===== config.mk =====
export PLATFORM = sky130hd
export DESIGN_NAME = srt_normalize
export DESIGN_NICKNAME = d
export VERILOG_FILES = /design/src/design/srt_divider_pkg.sv /design/src/design/srt_normalize.sv
export VERILOG_INCLUDE_DIRS = /design/src /design/src/design
export SDC_FILE = /design/constraint.sdc
export NUM_CORES = 1
export LEC_CHECK = 0
export BUFFER_PORTS_ARGS = -buffer_cell sky130_fd_sc_hd__buf_2
export CAP_MARGIN = 20
export CORE_UTILIZATION = 45
export DETAILED_ROUTE_END_ITERATION = 12
export GPL_TIMING_DRIVEN = 0
export PLACE_DENSITY = 0.76
export SLEW_MARGIN = 20
export SYNTH_ARGS = -nofsm -noshare
export SYNTH_HDL_FRONTEND = slang
export SYNTH_SLANG_ARGS = --single-unit

===== constraint.sdc =====
create_clock -name vclk -period 6.2
set_input_delay 0.31 -clock vclk [all_inputs]
set_output_delay 0.31 -clock vclk [all_outputs]
set_load 0.005 [all_outputs]

===== src/design/srt_divider_config.svh =====
// srt divider configuration for operand width, stage count, table indexing and latency
`ifndef SRT_DIVIDER_CONFIG_SVH
`define SRT_DIVIDER_CONFIG_SVH

`define DIV_WIDTH 32

// two quotient bits per stage
`define DIV_STAGES 16

`define DIV_SHIFT_WIDTH 5

`define DIV_TABLE_B_BITS 3
`define DIV_TABLE_P_BITS 6

`define DIV_LATENCY 17

`endif


===== src/design/srt_divider_pkg.sv =====
// srt divider types shared by the normalizer, the iteration stages and the output logic
`default_nettype none
`include "srt_divider_config.svh"

package srt_divider_pkg;

    typedef logic [`DIV_WIDTH-1:0] word_t;

    // {signed remainder[32:0], unused dividend bits[31:0]}
    typedef logic [2*`DIV_WIDTH:0] prem_t;

    typedef enum logic [2:0] {
        two_n,
        one_n,
        zero,
        one_p,
        two_p,
        invalid
    } digit_t;

    typedef struct packed {
        logic                        valid;
        logic                        div_zero;
        logic [`DIV_SHIFT_WIDTH-1:0] shift;
        word_t                       divisor;
        prem_t                       prem;
        word_t                       quotient;
    } div_state_t;

endpackage

`default_nettype wire


===== src/design/srt_normalize.sv =====
// srt normalizer that finds the divisor's leading one and shifts both operands by that count
`default_nettype none
`include "srt_divider_config.svh"

module srt_normalize (
    input  srt_divider_pkg::word_t       dividend,
    input  srt_divider_pkg::word_t       divisor,
    output srt_divider_pkg::prem_t       prem,
    output srt_divider_pkg::word_t       norm_divisor,
    output logic [`DIV_SHIFT_WIDTH-1:0]  shift,
    output logic                         div_zero
);
    import srt_divider_pkg::*;

    prem_t dividend_ext;

    assign dividend_ext = prem_t'(dividend);
    assign div_zero = (divisor == '0);

    // ascending scan so the highest set bit wins
    always_comb begin
        shift = '0;
        for (int i = 0; i < `DIV_WIDTH; i++) begin
            if (divisor[i]) begin
                shift = `DIV_SHIFT_WIDTH'(`DIV_WIDTH - 1 - i);
            end
        end
    end

    always_comb begin
        if (div_zero) begin
            prem = '0;
            norm_divisor = '0;
        end else begin
            prem = dividend_ext << shift;
            norm_divisor = divisor << shift;
        end
    end

endmodule

`default_nettype wire


==> results.cfg <==
[job]
cap_viol_max_count = 0

[final_layout]
n_clock_buffer = 0
nFlopsAndLatches = 0
seq_area_um2 = 0
num-nets-final = 794
drive_gt1_frac = 0.320
n_fill_cell = 819
area_growth_pct = 24.5
antennaDiodeCount = 0

[route]
vias = 5682
route.detailed.drc = 0
via_per_inst = 6.82
postRouteWirelength_um = 20700
postRouteAntennaNets = 0
wl_per_cell_um = 24.8
drt_iter0_drc = 612
drt-pass1-iter-count = 6

[clock_network]
ctsResizeCount = 0
cts_setup_buffers = 0
hold_buffers = 0

[synth]
synth_warnings = 0
synth_top_area_frac = 0.334
avgSynthCellArea_um2 = 6.99
synth_most_common_cell = mux2i_1
synth_common_cells = mux2i_1 (131), nor2_1 (74), nand2_1 (58)
synth_cell_type_count = 66
yosysSeqAreaShare = 0
netlist_area_mm2 = 0.00393
postSynthCellCount = 562
synth_area_leader_cell = mux2i_1
ys_top_cells_by_area = mux2i_1 (33%), mux2_2 (7.2%), nor2_1 (7.1%), nand2_1 (5.5%), a21oi_1 (2.7%)

[hold_path]
min_path_cells = 4
min_from = dividend[31]
min_delay_worst_endpoint = prem[62]
hold_class = in2out

[grt]
top_usage_layer = met2
antenna_found_initial = 0
grt_first_pass_wirelength_um = 29500
grt_use_met3 = 0.139
first_global_vias = 5260
gr-total-overflow = 0
grtUsageTotal = 0.435
use_met1 = 0.589
grt_max_degree = 11
grt_use_met2 = 0.658

[placement]
portBuffers = 165
gp_congestion = 0.990
dp_hpwl_um = 16600

[pwr]
clkPwrFrac = 0
p_seq_frac = 0
p_sw_uw = 278
p_per_area_mw_per_mm2 = 94.7
netSwitchingFraction = 0.600
p_int_uw = 185
comb_power_share = 1.000
finalPower_uw = 463
ir_drop_mv = 0.0379
power_leakage_nw = 2.24

[setup_path]
path_delay_family = simple AND/OR/NAND/NOR gates
crit_required_ns = 5.89
crit_buf_inv = 5
cpMostUsedCell = buf_2
slowest_delay_ns = 0.87
cp_max_fo = 10
cp-start-kind = primary input
slowest_stage = nor4_2
worstPathArrival_ns = 3.99
cp_cell_sequence = buf_2 -> nor4_2 -> inv_1 -> nor2_2 -> o21ai_1 -> inv_2 -> nand2_1 -> clkbuf_1 -> o221ai_1 -> o21ai_0 -> o211ai_1 -> buf_2
critical_path_class = in2out
worstSetupEndpointType = output port

[sta]
finalHoldViolCount = 0
maxSlewHeadroom = 0.331
setup-violations-final = 0
fin_crit_sh = 0.693
fin_crit_ns = 4.30
tightest_slew_ns = 0.995
slew_violations = 0
rsz0062_at_grt = no
timing.fmax_mhz = 233
setup_tns_ns = 0

[floorplan]
core_mm2 = 0.00834
fp.dieW_um = 95.4
die_y_um = 95.4
start_util = 0.471
ioPinCount = 167
dieArea_mm2 = 0.00910
rows = 33

[run_status]
status = finished, final reports clean
-- worst max path at each step --
stage / startpoint / endpoint / slack [ns] / cells after the start
final: divisor[28] / prem[38] / 1.90 / 12
after global routing: divisor[28] / prem[38] / 1.82 / 12
after CTS: divisor[28] / prem[38] / 2.13 / 12
after detailed placement: divisor[28] / prem[38] / 2.17 / 12
after global placement: divisor[28] / prem[38] / 2.06 / 12
after floorplan: divisor[11] / prem[24] / 3.24 / 11
-- layout by cell type, fill, tap and decap left out, types with 11 or more instances in the layout --
cell type  count
mux2_2        25
a21oi_1       21
nand3_1       11
o21ai_0       21
nand2_1       58
mux2i_1      131
nor2_1        74
buf_2        178
o22ai_1       16
clkbuf_1      20
-- layer usage --
metal  part of all wire  vias to the layer above
met1               0.41                     2680
met4              0.027                        0
met2               0.42                      474
li1                   -                     2469
met5                  0                        -
met3               0.14                       59
-- cell families (layout without fill, tap and decap cells) --
group                  count (synthesis)  count (layout)  synth area share
AND/OR/NAND/NOR                      199             199             0.231
AO/OA/AOI/OAI                        148             148             0.276
other                                  1               2          0.000955
buffers and inverters                 55             220            0.0736
multiplexers                         159             159             0.419
-- tightest hold or removal path, cell delays in order --
cell and delay (ns):
buf_2 0.11, nand3_1 0.13, nor2_1 0.06, buf_2 0.12
-- area by class of cell --
| cell class | instances | area [um^2] | share of cell area |
|---|---|---|---|
| well taps | 105 | 131 | 0.0269 |
| repair buffers | 165 | 826 | 0.169 |
| multi-input cells | 508 | 3640 | 0.745 |
| inverters | 12 | 50.0 | 0.0102 |
| plain buffers | 43 | 239 | 0.0489 |
-- stage by stage --
step / setup slack (ns) / area, um^2 / util / hold slack, ns / std cells
final: 1.90 / 4890 / 0.586 / 1.05 / 833
after global routing: 1.82 / 4890 / 0.586 / 1.10 / 833
after CTS: 2.13 / 4890 / 0.586 / 1.04 / 833
after detailed placement: 2.17 / 4890 / 0.586 / 1.04 / 833
after global placement: 2.06 / 4890 / 0.586 / 1.05 / 833
after floorplan: 3.24 / 3930 / - / 0.769 / 563
-- power groups by stage --
stage | Combinational (mW) | Sequential [mW] | Clock (mW)
final | 0.463 | 0 | 0
after floorplan | 0.265 | 0 | 0
after detailed placement | 0.442 | 0 | 0
after global routing | 0.485 | 0 | 0
after global placement | 0.436 | 0 | 0
after CTS | 0.444 | 0 | 0
(Power assumes the default switching activity.)
