[src/design/srt_divider_config.svh]
// srt divider configuration for operand width, stage count, table indexing and latency
`ifndef SRT_DIVIDER_CONFIG_SVH
`define SRT_DIVIDER_CONFIG_SVH

`define DIV_WIDTH 32

// two quotient bits per stage
`define DIV_STAGES 16

`define DIV_SHIFT_WIDTH 5

`define DIV_TABLE_B_BITS 3
`define DIV_TABLE_P_BITS 6

`define DIV_LATENCY 17

`endif

[src/design/srt_divider_pkg.sv]
// srt divider types shared by the normalizer, the iteration stages and the output logic
`default_nettype none
`include "srt_divider_config.svh"

package srt_divider_pkg;

    typedef logic [`DIV_WIDTH-1:0] word_t;

    // {signed remainder[32:0], unused dividend bits[31:0]}
    typedef logic [2*`DIV_WIDTH:0] prem_t;

    typedef enum logic [2:0] {
        two_n,
        one_n,
        zero,
        one_p,
        two_p,
        invalid
    } digit_t;

    typedef struct packed {
        logic                        valid;
        logic                        div_zero;
        logic [`DIV_SHIFT_WIDTH-1:0] shift;
        word_t                       divisor;
        prem_t                       prem;
        word_t                       quotient;
    } div_state_t;

endpackage

`default_nettype wire

[src/design/srt_finish.sv]
// srt output stage for remainder correction, un-normalization and bypass results
`default_nettype none
`include "srt_divider_config.svh"

module srt_finish (
    input  srt_divider_pkg::div_state_t state,
    output logic                        ok,
    output srt_divider_pkg::word_t      quotient,
    output srt_divider_pkg::word_t      remainder
);
    import srt_divider_pkg::*;

    logic [`DIV_WIDTH:0] rem_raw;
    logic [`DIV_WIDTH:0] rem_fixed;
    word_t               quo_fixed;

    assign rem_raw = state.prem[2*`DIV_WIDTH:`DIV_WIDTH];
    assign ok = state.valid;

    // a negative remainder means one divisor too many was taken
    always_comb begin
        if (rem_raw[`DIV_WIDTH]) begin
            rem_fixed = rem_raw + {1'b0, state.divisor};
            quo_fixed = state.quotient - word_t'(1);
        end else begin
            rem_fixed = rem_raw;
            quo_fixed = state.quotient;
        end
    end

    // bypass ops carry the dividend in the divisor field
    // nonzero shift there marks a divisor of one
    always_comb begin
        if (state.div_zero && state.shift != '0) begin
            quotient = state.divisor;
            remainder = '0;
        end else if (state.div_zero) begin
            quotient = '1;
            remainder = state.divisor;
        end else begin
            quotient = quo_fixed;
            remainder = rem_fixed[`DIV_WIDTH-1:0] >> state.shift;
        end
    end

endmodule

`default_nettype wire

[config.mk]
export PLATFORM = sky130hd
export DESIGN_NAME = srt_finish
export DESIGN_NICKNAME = d
export VERILOG_FILES = /design/src/design/srt_divider_pkg.sv /design/src/design/srt_finish.sv
export VERILOG_INCLUDE_DIRS = /design/src /design/src/design
export SDC_FILE = /design/constraint.sdc
export NUM_CORES = 1
export LEC_CHECK = 0
export ABC_CLOCK_PERIOD_IN_PS = 4200
export BUFFER_PORTS_ARGS = -buffer_cell sky130_fd_sc_hd__buf_2
export CORE_MARGIN = 2
export CORE_UTILIZATION = 54
export DETAILED_ROUTE_END_ITERATION = 10
export PLACE_DENSITY = 0.85
export SLEW_MARGIN = 20
export SYNTH_ARGS = -nofsm -noshare
export SYNTH_HDL_FRONTEND = slang
export SYNTH_SLANG_ARGS = --single-unit
[constraint.sdc]
create_clock -name vclk -period 4.2
set_clock_uncertainty 0.15 [all_clocks]
set_input_delay 0.21 -clock vclk [all_inputs]
set_output_delay 0.21 -clock vclk [all_outputs]
set_load 0.03 [all_outputs]
==> impl_metrics.tcl <==
set metrics [dict create \
    hold_start "state[135]" \
    max_slew_margin_pct 53.0 \
    critical-path-max-stage-delay_ns 0.46 \
    syn_nets 1072 \
    worstSetupPathType "primary input to output pin" \
    clkbuf_count 0 \
    crit_start "state[65]" \
    hold_viol 0 \
    endpoint_kind "output pin" \
    post-route-drc-count 0 \
    dp_hpwl_um 18400 \
    ant_nets 0 \
    swShare_pct 62.3 \
    fmax_mhz 245 \
    p_clk_share_pct 0 \
    fin_nets 1207 \
    fp.dieW_um 108 \
    switchingPower_mw 0.719 \
    portBuffers 167 \
    drt_iter0_drc 972 \
    place.gp.congestion 1.05 \
    leakage_nw 3.10 \
    die_area_um2 11700 \
    drt-pass1-iter-count 8 \
    seqCellArea_um2 0 \
    cts_resized 0 \
    core.rowCount 38 \
    die_h_um 108 \
    critPathRequiredTime_ns 3.84 \
    antenna_found_initial 1 \
    syn_avg_cell_area_um2 6.49 \
    slowest_stage "a222oi_1" \
    tns_ns 0 \
    rsz0062_at_grt "false" \
    syn_area_um2 5860 \
    seq_cells 0 \
    vdd_drop_max_mv 0.105 \
    crit_top_cell "buf_2" \
    first_global_vias 6844 \
    setup_viol 0 \
    core_um2 10700 \
    yosys_warnings 0 \
    drt-total-wl_um 22600 \
    via_count 7971 \
    fin_crit_ns 4.08 \
    synth_cells 903 \
    fin_crit_sh_pct 97.2 \
    initial_core_util_pct 54.8 \
    outcome "complete, no violations" \
    ioPinCount 201 \
    grt_first_pass_wirelength_um 34500 \
    powerDensity_nw_per_um2 167 \
    wl_per_cell_um 19.2 \
    layout_commonest_cell "buf_2" \
    internal_power_mw 0.436 \
    crit_chain "buf_2, ha_1, a211o_1, a211oi_1, nor3_2, o2111a_1, or3_1, nand3_1, xor2_1, nor3_1, a21oi_1, a222oi_1, buf_2" \
    slew_violations 0 \
    worst_pin_slew_ns 0.704 \
    ys_types 82 \
    start_kind "primary input" \
    grtUsageTotal_pct 36.6 \
    viasPerCell 6.77 \
    power_frac_comb_pct 100.0 \
    synthToLayoutAreaGrowth_pct 17.7 \
    hp-class "primary input to output pin" \
    drv_cap 0 \
    total_power_mw 1.15 \
    crit_fanout 5 \
    drive_above_1_share_pct 24.1 \
    cts-hold-fix-buffers 0 \
    grt_max_degree 44 \
    mostFrequentLayoutCells "buf_2, nor2_1, nand2_1, a21oi_1, xor2_1" \
    power_frac_seq_pct 0 \
    yosysSeqAreaShare_pct 0 \
    cts_setup_buffers 0 \
    overflow 0 \
    arrival_ns 3.72 \
]
[final timing paths]
path / endpoint / slack (ns) / depth (start not counted)
setup / recovery: remainder[7] / 0.12 / 13
hold / removal: ok / 0.27 / 0
[cell type report]
class | count | area (um2)
fill | 1038 | 3800
timing repair buffer | 201 | 1090
tap | 140 | 175
antenna | 1 | 2.50
inverter | 20 | 75.1
multi-input combinational | 815 | 5550
[routing by layer]
metal,vias to the layer above,track usage (%),routed length [um]
met3,92,4.88,2250
met5,-,0,0
li1,3724,-,-
met2,508,56.6,9760
met1,3647,49.5,9110
met4,0,18.7,1450
[logic make-up (layout without fill, tap and decap cells)]
logic type                 after synthesis  count (layout)  synth area share (%)
other                                    0               1                     0
xor gates and xnor gates                54              54                  8.07
and+or+nand+nor                        365             365                  29.3
buffers and inverters                   88             221                  6.06
AOI/OAI and AO/OA                      312             312                  37.8
muxes                                   51              51                  11.6
adders and majority gates               33              33                  7.17
[metrics by stage]
| step | std cells | worst slack [ns] | utilization [%] | hold slack (ns) | area [um2] |
|---|---|---|---|---|---|
| 6_report | 1177 | 0.119 | 64.5 | 0.270 | 6900 |
| 5_1_grt | 1177 | 0.00300 | 64.5 | 0.270 | 6900 |
| 4_1_cts | 1176 | 0.102 | 64.1 | 0.270 | 6850 |
| 3_5_place_dp | 1176 | 0.122 | 64.1 | 0.270 | 6850 |
| 3_3_place_gp | 1176 | 0.148 | 64.1 | 0.270 | 6850 |
| 2_1_floorplan | 903 | 0.369 | - | 0.402 | 5860 |
[cells in the mapped netlist (18+ instances only)]
master,n,area share (%)
a211oi_1,20,2.6
a21o_1,18,2.3
a21oi_1,79,6.7
a22oi_1,20,2.6
clkbuf_1,47,3.0
ha_1,32,6.8
mux2i_1,33,5.6
nand2_1,94,6.0
nor2_1,127,8.1
nor3_1,29,2.5
o21ai_0,35,3.0
xor2_1,37,5.5
[power groups by stage]
stage / Sequential [mW] / Clock, mW / Combinational [mW]
floorplan: 0 / 0 / 0.777
global placement: 0 / 0 / 1.10
detailed placement: 0 / 0 / 1.11
CTS: 0 / 0 / 1.12
global route: 0 / 0.0000000318 / 1.24
finish: 0 / 0.0000000318 / 1.15
[worst max-delay path, delay by kind of cell]
family | cells | cell delay (ns)
AOI/OAI and AO/OA | 5 | 1.69
xor gates and xnor gates | 1 | 0.09
adders and majority gates | 1 | 0.32
buffers and inverters | 2 | 0.40
and+or+nand+nor | 4 | 0.99
Power figures use the tool's default switching activity.
