[config.mk]
export PLATFORM = sky130hd
export DESIGN_NAME = srt_stage
export DESIGN_NICKNAME = d
export VERILOG_FILES = /design/src/design/srt_divider_pkg.sv /design/src/design/srt_digit_select.sv /design/src/design/srt_stage.sv
export VERILOG_INCLUDE_DIRS = /design/src /design/src/design
export SDC_FILE = /design/constraint.sdc
export NUM_CORES = 1
export LEC_CHECK = 0
export BUFFER_PORTS_ARGS = -buffer_cell sky130_fd_sc_hd__buf_2
export CAP_MARGIN = 10
export CORE_ASPECT_RATIO = 1.75
export CORE_MARGIN = 2
export CORE_UTILIZATION = 53
export CTS_BUF_LIST = sky130_fd_sc_hd__clkbuf_8
export DETAILED_ROUTE_END_ITERATION = 6
export PLACE_DENSITY = 0.85
export SYNTH_ARGS = -nofsm -noshare
export SYNTH_HDL_FRONTEND = slang
export SYNTH_SLANG_ARGS = --single-unit
[constraint.sdc]
create_clock -name clk -period 8.15 [get_ports clk]
set_clock_uncertainty 0.15 [all_clocks]
set_input_delay 2.0375 -clock clk [delete_from_list [all_inputs] [get_ports clk]]
set_output_delay 2.0375 -clock clk [all_outputs]
set_load 0.02 [all_outputs]
[src/design/srt_divider_config.svh]
// srt divider configuration for operand width, stage count, table indexing and latency
`ifndef SRT_DIVIDER_CONFIG_SVH
`define SRT_DIVIDER_CONFIG_SVH

`define DIV_WIDTH 32

// two quotient bits per stage
`define DIV_STAGES 16

`define DIV_SHIFT_WIDTH 5

`define DIV_TABLE_B_BITS 3
`define DIV_TABLE_P_BITS 6

`define DIV_LATENCY 17

`endif

[src/design/srt_divider_pkg.sv]
// srt divider types shared by the normalizer, the iteration stages and the output logic
`default_nettype none
`include "srt_divider_config.svh"

package srt_divider_pkg;

    typedef logic [`DIV_WIDTH-1:0] word_t;

    // {signed remainder[32:0], unused dividend bits[31:0]}
    typedef logic [2*`DIV_WIDTH:0] prem_t;

    typedef enum logic [2:0] {
        two_n,
        one_n,
        zero,
        one_p,
        two_p,
        invalid
    } digit_t;

    typedef struct packed {
        logic                        valid;
        logic                        div_zero;
        logic [`DIV_SHIFT_WIDTH-1:0] shift;
        word_t                       divisor;
        prem_t                       prem;
        word_t                       quotient;
    } div_state_t;

endpackage

`default_nettype wire

[src/design/srt_digit_select.sv]
// srt quotient-digit table indexed by divisor range and remainder estimate
`default_nettype none
`include "srt_divider_config.svh"

module srt_digit_select (
    input  logic [`DIV_TABLE_B_BITS-1:0] divisor_bits,
    input  logic [`DIV_TABLE_P_BITS-1:0] prem_bits,
    output srt_divider_pkg::digit_t      digit
);
    import srt_divider_pkg::*;

    logic signed [`DIV_TABLE_P_BITS-1:0] est;

    // row bounds as lowest valid, first -1, first 0, first +1, first +2 and highest valid
    logic signed [`DIV_TABLE_P_BITS-1:0] lo;
    logic signed [`DIV_TABLE_P_BITS-1:0] n1;
    logic signed [`DIV_TABLE_P_BITS-1:0] z0;
    logic signed [`DIV_TABLE_P_BITS-1:0] p1;
    logic signed [`DIV_TABLE_P_BITS-1:0] p2;
    logic signed [`DIV_TABLE_P_BITS-1:0] hi;

    assign est = $signed(prem_bits);

    always_comb begin
        unique case (divisor_bits)
            3'b000: begin
                {lo, n1, z0, p1, p2, hi} = {-6'sd12, -6'sd6, -6'sd2, 6'sd2, 6'sd6, 6'sd11};
            end
            3'b001: begin
                {lo, n1, z0, p1, p2, hi} = {-6'sd14, -6'sd7, -6'sd2, 6'sd3, 6'sd7, 6'sd13};
            end
            3'b010: begin
                {lo, n1, z0, p1, p2, hi} = {-6'sd15, -6'sd8, -6'sd2, 6'sd3, 6'sd8, 6'sd14};
            end
            3'b011: begin
                {lo, n1, z0, p1, p2, hi} = {-6'sd16, -6'sd8, -6'sd2, 6'sd3, 6'sd9, 6'sd15};
            end
            3'b100: begin
                {lo, n1, z0, p1, p2, hi} = {-6'sd18, -6'sd9, -6'sd3, 6'sd4, 6'sd10, 6'sd17};
            end
            3'b101: begin
                {lo, n1, z0, p1, p2, hi} = {-6'sd19, -6'sd10, -6'sd3, 6'sd4, 6'sd10, 6'sd18};
            end
            3'b110: begin
                {lo, n1, z0, p1, p2, hi} = {-6'sd20, -6'sd10, -6'sd3, 6'sd4, 6'sd11, 6'sd19};
            end
            3'b111: begin
                {lo, n1, z0, p1, p2, hi} = {-6'sd22, -6'sd11, -6'sd3, 6'sd5, 6'sd12, 6'sd21};
            end
        endcase
    end

    always_comb begin
        if (est < lo || est > hi) begin
            digit = invalid;
        end else if (est < n1) begin
            digit = two_n;
        end else if (est < z0) begin
            digit = one_n;
        end else if (est < p1) begin
            digit = zero;
        end else if (est < p2) begin
            digit = one_p;
        end else begin
            digit = two_p;
        end
    end

endmodule

`default_nettype wire

[src/design/srt_stage.sv]
// srt iteration stage that does one registered radix-4 step on the partial remainder and quotient
`default_nettype none
`include "srt_divider_config.svh"

module srt_stage (
    input  logic                        clk,
    input  logic                        reset,
    input  srt_divider_pkg::div_state_t state_in,
    output srt_divider_pkg::div_state_t state_out
);
    import srt_divider_pkg::*;

    digit_t     digit;
    div_state_t state_next;
    logic [34:0] shifted;
    logic [34:0] div_ext;
    logic [34:0] rem_next;

    srt_digit_select i_srt_digit_select (
        .divisor_bits (state_in.divisor[`DIV_WIDTH-2 -: `DIV_TABLE_B_BITS]),
        .prem_bits    (state_in.prem[2*`DIV_WIDTH -: `DIV_TABLE_P_BITS]),
        .digit        (digit)
    );

    // 4 * remainder plus the next two dividend bits with the sign in bit 34
    assign shifted = state_in.prem[2*`DIV_WIDTH:`DIV_WIDTH-2];
    assign div_ext = {3'b000, state_in.divisor};

    always_comb begin
        state_next = state_in;
        case (digit)
            two_p: begin
                rem_next = shifted - (div_ext << 1);
                state_next.quotient = {state_in.quotient[29:0], 2'b10};
            end
            one_p: begin
                rem_next = shifted - div_ext;
                state_next.quotient = {state_in.quotient[29:0], 2'b01};
            end
            one_n: begin
                rem_next = shifted + div_ext;
                state_next.quotient = {state_in.quotient[29:0] - 30'd1, 2'b11};
            end
            two_n: begin
                rem_next = shifted + (div_ext << 1);
                state_next.quotient = {state_in.quotient[29:0] - 30'd1, 2'b10};
            end
            default: begin
                rem_next = shifted;
                state_next.quotient = {state_in.quotient[29:0], 2'b00};
            end
        endcase
        state_next.prem = {rem_next[32:0], state_in.prem[29:0], 2'b00};
    end

    always_ff @(posedge clk) begin
        state_out <= state_next;
        if (reset) begin
            state_out.valid <= 1'b0;
        end
    end

    // remainder must stay inside the table's convergence band
    assert property (@(posedge clk) disable iff (reset)
        state_in.valid && !state_in.div_zero |-> digit != invalid);

endmodule

`default_nettype wire

==> reports/results.ini, run 1 <==
[routing]
wl_per_cell_um = 18.73
postRouteAntennaNets = 0
vias = 8761
drc = 0
drt-initial-drc-count = 329
drt_wl_total_um = 27590
drt_pass1_iterations = 5
vias_per_cell = 5.948

[cells_and_area]
n_antenna_cell = 0
fin_nets = 1500
biggestRegsByFlops = state_out (134)
utilization_pct = 66.84
fill_cells = 1304
largest-register = state_out
area_delta_synth_final_pct = 23.11
drive_above_1_share_pct = 26.71
largest_reg_flops = 134

[floorplanning]
dieHeight_um = 172.7
initial_core_util_pct = 54.30
rows = 61
fp.dieW_um = 100.4
core_area_sq_um = 15880
io_pins = 274
die-area_sq_um = 17340

[worst_setup_path]
crit_arrival_ns = 7.53
required_ns = 8.29
criticalPathCategory = in2reg
startpoint = state_in[125]
endpoint_kind = flop
crit_path_end = state_out[95]$_DFF_P_
critPathLaunchType = primary input
crit_fanout = 10

[power_and_ir_drop]
powerDensity_nw_per_um2 = 212.9
p_leak_nw = 5.160
peakVddDrop_uv = 132.6

[clock_tree]
cts_resized = 0
htree_levels = 4
clockBufferDepth = 2
cts_root_buffer = clkbuf_8
cts.sinks = 134
cts_tree = yes
cts-hold-fix-buffers = 0
clk_pin_slew_ns = 0.08
cts_buffers = 17
cts_setup_buffers = 0

[placement]
place_congestion = 0.9760
place_hpwl_um = 21570
port_buffers = 269

[global_route]
grt_pass1_wl_um = 42280
grt_pass1_vias = 8615
antenna_found_initial = 1
grt_max_degree = 33
overflow = 0
grt_usage_pct = 31.34

[yosys]
synthMuxAreaShare_pct = 0.5806
synth_xor_area_share_pct = 14.43
syn_area_per_cell_sq_um = 8.654
synth_top_family_by_area = compound AO/OA/AOI/OAI gates
synthAdderAreaFrac_pct = 13.38
synth_edf_count = 0
synth-compound-area-share_pct = 20.58
synthSimpleGateAreaFrac_pct = 16.78
netlist_area_sq_um = 8620
syn_inst = 996
synth_async_sr_flop_share_pct = 0
dominantRegCellSynth = dfxtp_1
ys_warn_count = 0
synthDistinctLibCells = 68
ys_seq_elements = 134
yosysSeqAreaShare_pct = 31.12

[timing]
hold_violations = 0
fin_setup_tns_ns = 0
rsz0062_at_grt = false
tightest_slew_ns = 1.118
layout_min_cycle_time_ns = 7.395
clock.fmax_mhz = 135.2
report.final.slew_viol_count = 0
fin_crit_sh_pct = 90.73
setup_viol = 0
max_slew_margin_pct = 25.30

[job]
drv_cap = 0

[outcome]
status = complete, no violations

[hold_path]
hp-class = in2reg

## worst min path at each step
stage,startpoint,endpoint,slack (ns),depth (start not counted)
after floorplan,state_in[100],state_out[100]$_DFF_P_,1.92,0
after CTS,state_in[60],state_out[62]$_DFF_P_,1.50,1
final,state_in[58],state_out[60]$_DFF_P_,1.53,1
after global routing,state_in[55],state_out[57]$_DFF_P_,1.50,1
after detailed placement,state_in[34],state_out[36]$_DFF_P_,1.99,1
after global placement,state_in[131],state_out[131]$_DFF_P_,1.99,1
## routing by layer
layer	track usage (%)	vias up	part of all wire [%]
met4	23.92	0	8.2
li1	-	4117	-
met1	29.37	4052	33
met3	6.750	129	6.5
met5	0	-	0
met2	57.13	463	52
## synth_stat cells (6+ instances only)
cell      number  area, sq um
a21oi_1       69        345.3
o221ai_1      16        140.1
o21a_1         9        67.56
or2_2          9        56.30
nor2_1        49        183.9
o211ai_1       8        60.06
xnor2_1       86        753.2
nand2_1      111        416.7
nand2b_1       7        43.79
or3_1         18        112.6
nand3_1       13        65.06
nor2b_1       14        87.58
dfxtp_1      134         2683
o31ai_1        9        67.56
clkbuf_1      25        93.84
a21o_1        25        187.7
nand4_1        7        43.79
a31oi_1        6        37.54
a22oi_1       12        90.09
o21ai_0       64        320.3
nor3_1        17        85.08
o21bai_1      11        82.58
xor2_1        56        490.5
inv_1         33        123.9
or4_1          8        60.06
nor4_1         6        37.54
ha_1          89         1114
## power by group
part | total, mW | internal [mW] | switching, mW
Clock | 0.568 | 0.282 | 0.286
Sequential | 0.753 | 0.732 | 0.0207
Combinational | 0.939 | 0.367 | 0.572
Total | 2.26 | 1.38 | 0.879
## cell families (layout without fill, tap and decap cells)
kind of cell / count (synthesis) / after routing
adders and majority gates: 91 / 91
and+or+nand+nor: 286 / 286
muxes: 5 / 5
other: 1 / 2
buffers and inverters: 65 / 352
xor gates and xnor gates: 142 / 142
DFF: 134 / 134
AOI/OAI and AO/OA: 272 / 272
## critical path: stages
cell and delay (ns):
buf_2 0.23, inv_1 0.13, ha_1 0.31, nor2b_1 0.22, nor2_1 0.08, ha_1 0.19, or4_1 0.49, a31oi_1 0.23
o21bai_1 0.13, nand2_1 0.25, inv_1 0.09, nor2_1 0.15, xor2_1 0.24, ha_1 0.29, a21oi_1 0.19, nor2b_1 0.10
a311o_1 0.41, o21ai_0 0.21, buf_4 0.19, o31ai_1 0.09, a41oi_1 0.29, o21ai_0 0.24, o21ai_0 0.22, buf_4 0.15
mux2i_1 0.18, o211ai_1 0.17
## layout make-up
class	instances	area, sq um	area share [%]
Tap cell	189	236.5	2.229
Clock buffer	18	247.7	2.335
Multi-Input combinational cell	798	5687	53.59
Sequential cell	134	2683	25.28
Clock inverter	14	152.6	1.439
Inverter	33	123.9	1.167
Timing Repair Buffer	287	1481	13.96
## cell usage in the layout, fill, tap and decap left out, types with 25 or more instances in the layout
master	n
ha_1	89
nor2_1	49
dfxtp_1	134
o21ai_0	64
inv_1	34
xor2_1	56
buf_2	269
nand2_1	111
a21oi_1	69
xnor2_1	86
a21o_1	25
## per-stage QoR
stage | setup slack (ns) | std cells | instance area (sq um) | power [mW] | hold slack (ns)
CTS | 0.9341 | 1473 | 10610 | 2.256 | 1.498
global placement | 0.5955 | 1441 | 10210 | 1.671 | 1.990
finish | 0.7553 | 1473 | 10610 | 2.259 | 1.525
floorplan | 0.8493 | 997 | 8623 | 1.387 | 1.915
detailed placement | 0.5495 | 1441 | 10210 | 1.684 | 1.991
global route | 0.4488 | 1473 | 10610 | 2.374 | 1.501
Note: power is estimated with default switching activity, not from simulation.
==> run 2: changes to the inputs <==
--- a/config.mk
+++ b/config.mk
@@ -10,10 +10,10 @@
 export CAP_MARGIN = 10
 export CORE_ASPECT_RATIO = 1.75
 export CORE_MARGIN = 2
-export CORE_UTILIZATION = 53
+export CORE_UTILIZATION = 48
 export CTS_BUF_LIST = sky130_fd_sc_hd__clkbuf_8
 export DETAILED_ROUTE_END_ITERATION = 6
-export PLACE_DENSITY = 0.85
+export PLACE_DENSITY = 0.81
 export SYNTH_ARGS = -nofsm -noshare
 export SYNTH_HDL_FRONTEND = slang
 export SYNTH_SLANG_ARGS = --single-unit
==> constraint.sdc (replaced) <==
create_clock -name clk -period 6.6 [get_ports clk]
set_clock_uncertainty 0.15 [all_clocks]
set_input_delay 1.65 -clock clk [delete_from_list [all_inputs] [get_ports clk]]
set_output_delay 1.65 -clock clk [all_outputs]
set_load 0.02 [all_outputs]
==> run 2 against run 1 <==
Effect of this change:
- clock power increased by 30%
- total power increased by 31%
- sequential power increased by 23%
- via count increased by 3.9%
- global-route usage decreased by 3.1 points
- die area increased by 10%
- non-clock buffer count increased by 109
- sequential cell count unchanged
- sequential share of layout area decreased by 2.0 points
- clock-buffer cell count unchanged
- combinational power increased by 37%
- largest cell class unchanged
==> reports/results.ini, run 2 (synthesis results as in run 1) <==
[outcome]
status = complete, no violations

[power_and_ir_drop]
peakVddDrop_uv = 141.5
p_total_mw = 2.949
powerDensity_nw_per_um2 = 255.6
p_leak_nw = 5.696

[timing]
layout_min_cycle_time_ns = 6.442
clock.fmax_mhz = 155.2
max_slew_margin_pct = 44.64
fin_crit_sh_pct = 97.60
fin_setup_tns_ns = 0
tightest_slew_ns = 0.8284
hold_violations = 0
report.final.slew_viol_count = 0
hold_slack_ns = 1.141
setup_viol = 0

[worst_setup_path]
criticalPathCategory = in2reg
cpMostUsedCell = ha_1
crit_fanout = 4
endpoint_kind = flop
required_ns = 6.78
critPathLaunchType = primary input
crit_arrival_ns = 6.62
crit_slowest_cell = or4_1
cp_slowest_stage_delay_ns = 0.48

[cells_and_area]
drive_above_1_share_pct = 33.09
layout_commonest_cell = buf_2
instances_no_fill = 1626
fin_nets = 1609
largest-register = state_out
biggestRegsByFlops = state_out (134)
area_delta_synth_final_pct = 33.82
largest_reg_flops = 134
mostFrequentLayoutCells = 269 x buf_2, 134 x dfxtp_1, 127 x buf_4, 111 x nand2_1, 89 x ha_1

[routing]
drt-initial-drc-count = 495
vias_per_cell = 5.596
wl_per_cell_um = 17.12
postRouteAntennaNets = 0
drc = 0
drt_wl_total_um = 27840
drt_pass1_iterations = 7
vias = 9099

[floorplanning]
initial_core_util_pct = 49.15
core_area_sq_um = 17540
rows = 64
fp.dieW_um = 105.3
io_pins = 274
die-area_sq_um = 19090
dieHeight_um = 181.3

[global_route]
antenna_found_initial = 4
overflow = 0
grt_max_degree = 24
grt_pass1_vias = 9122
grt_usage_pct = 28.26
grt_pass1_wl_um = 42790

[hold_path]
hp-class = in2reg

[clock_tree]
cts-hold-fix-buffers = 0
cts_buffers = 17
cts.sinks = 134
cts_root_buffer = clkbuf_8
clk_pin_slew_ns = 0.08
clockBufferDepth = 2
htree_levels = 4
cts_tree = yes

[placement]
port_buffers = 269
place_congestion = 0.9068
place_hpwl_um = 22120
placed_cells = 1590

[job]
drv_cap = 0

## run 2: final cells by class
class | instances | area [sq um]
timing repair buffer | 396 | 2300
multi-input combinational | 798 | 5722
clock inverter | 14 | 165.2
inverter | 33 | 123.9
fill | 1519 | 6002
antenna | 2 | 5.005
tap | 231 | 289.0
clock buffer | 18 | 247.7
sequential | 134 | 2683
## run 2: metrics by stage
stage / instance area, sq um / utilization (%) / worst slack, ns
after floorplan: 8635 / - / 0.02848
after global placement: 11060 / 63.09 / -0.3443
after detailed placement: 11060 / 63.09 / -0.4633
after CTS: 11480 / 65.44 / 0.006621
after global routing: 11530 / 65.77 / -0.02363
final: 11530 / 65.77 / 0.1582
## run 2: path summary, 6_finish.rpt
kind,start,end,cells past startpoint
hold / removal,state_in[42],state_out[44]$_DFF_P_,1
setup / recovery,state_in[125],state_out[92]$_DFF_P_,25
## run 2: worst max-delay path: cells and delay by family
family,cells,cell delay (ns)
xor+xnor,2,0.41
buf+inv,5,0.59
compound gates,10,2.26
simple gates,5,0.94
fa+ha+maj,3,0.75
## run 2: what timing repair did
item                                    in CTS  in global routing
setup buffers                                0                  2
gates resized for setup                      0                 10
endpoints found under the setup margin       0                  7
## run 2: layer usage
layer  track usage (%)  share of wire (%)  up-vias
li1                  -                  -     4346
met3             5.375                5.8      143
met2             53.08                 52      400
met4             20.64                6.6        2
met1             26.53                 35     4208
met5                 0              0.040        -
## run 2: power breakdown
| group | internal, mW | total [mW] | switching, mW |
|---|---|---|---|
| clock network | 0.358 | 0.736 | 0.378 |
| registers | 0.904 | 0.927 | 0.0236 |
| logic | 0.554 | 1.29 | 0.732 |
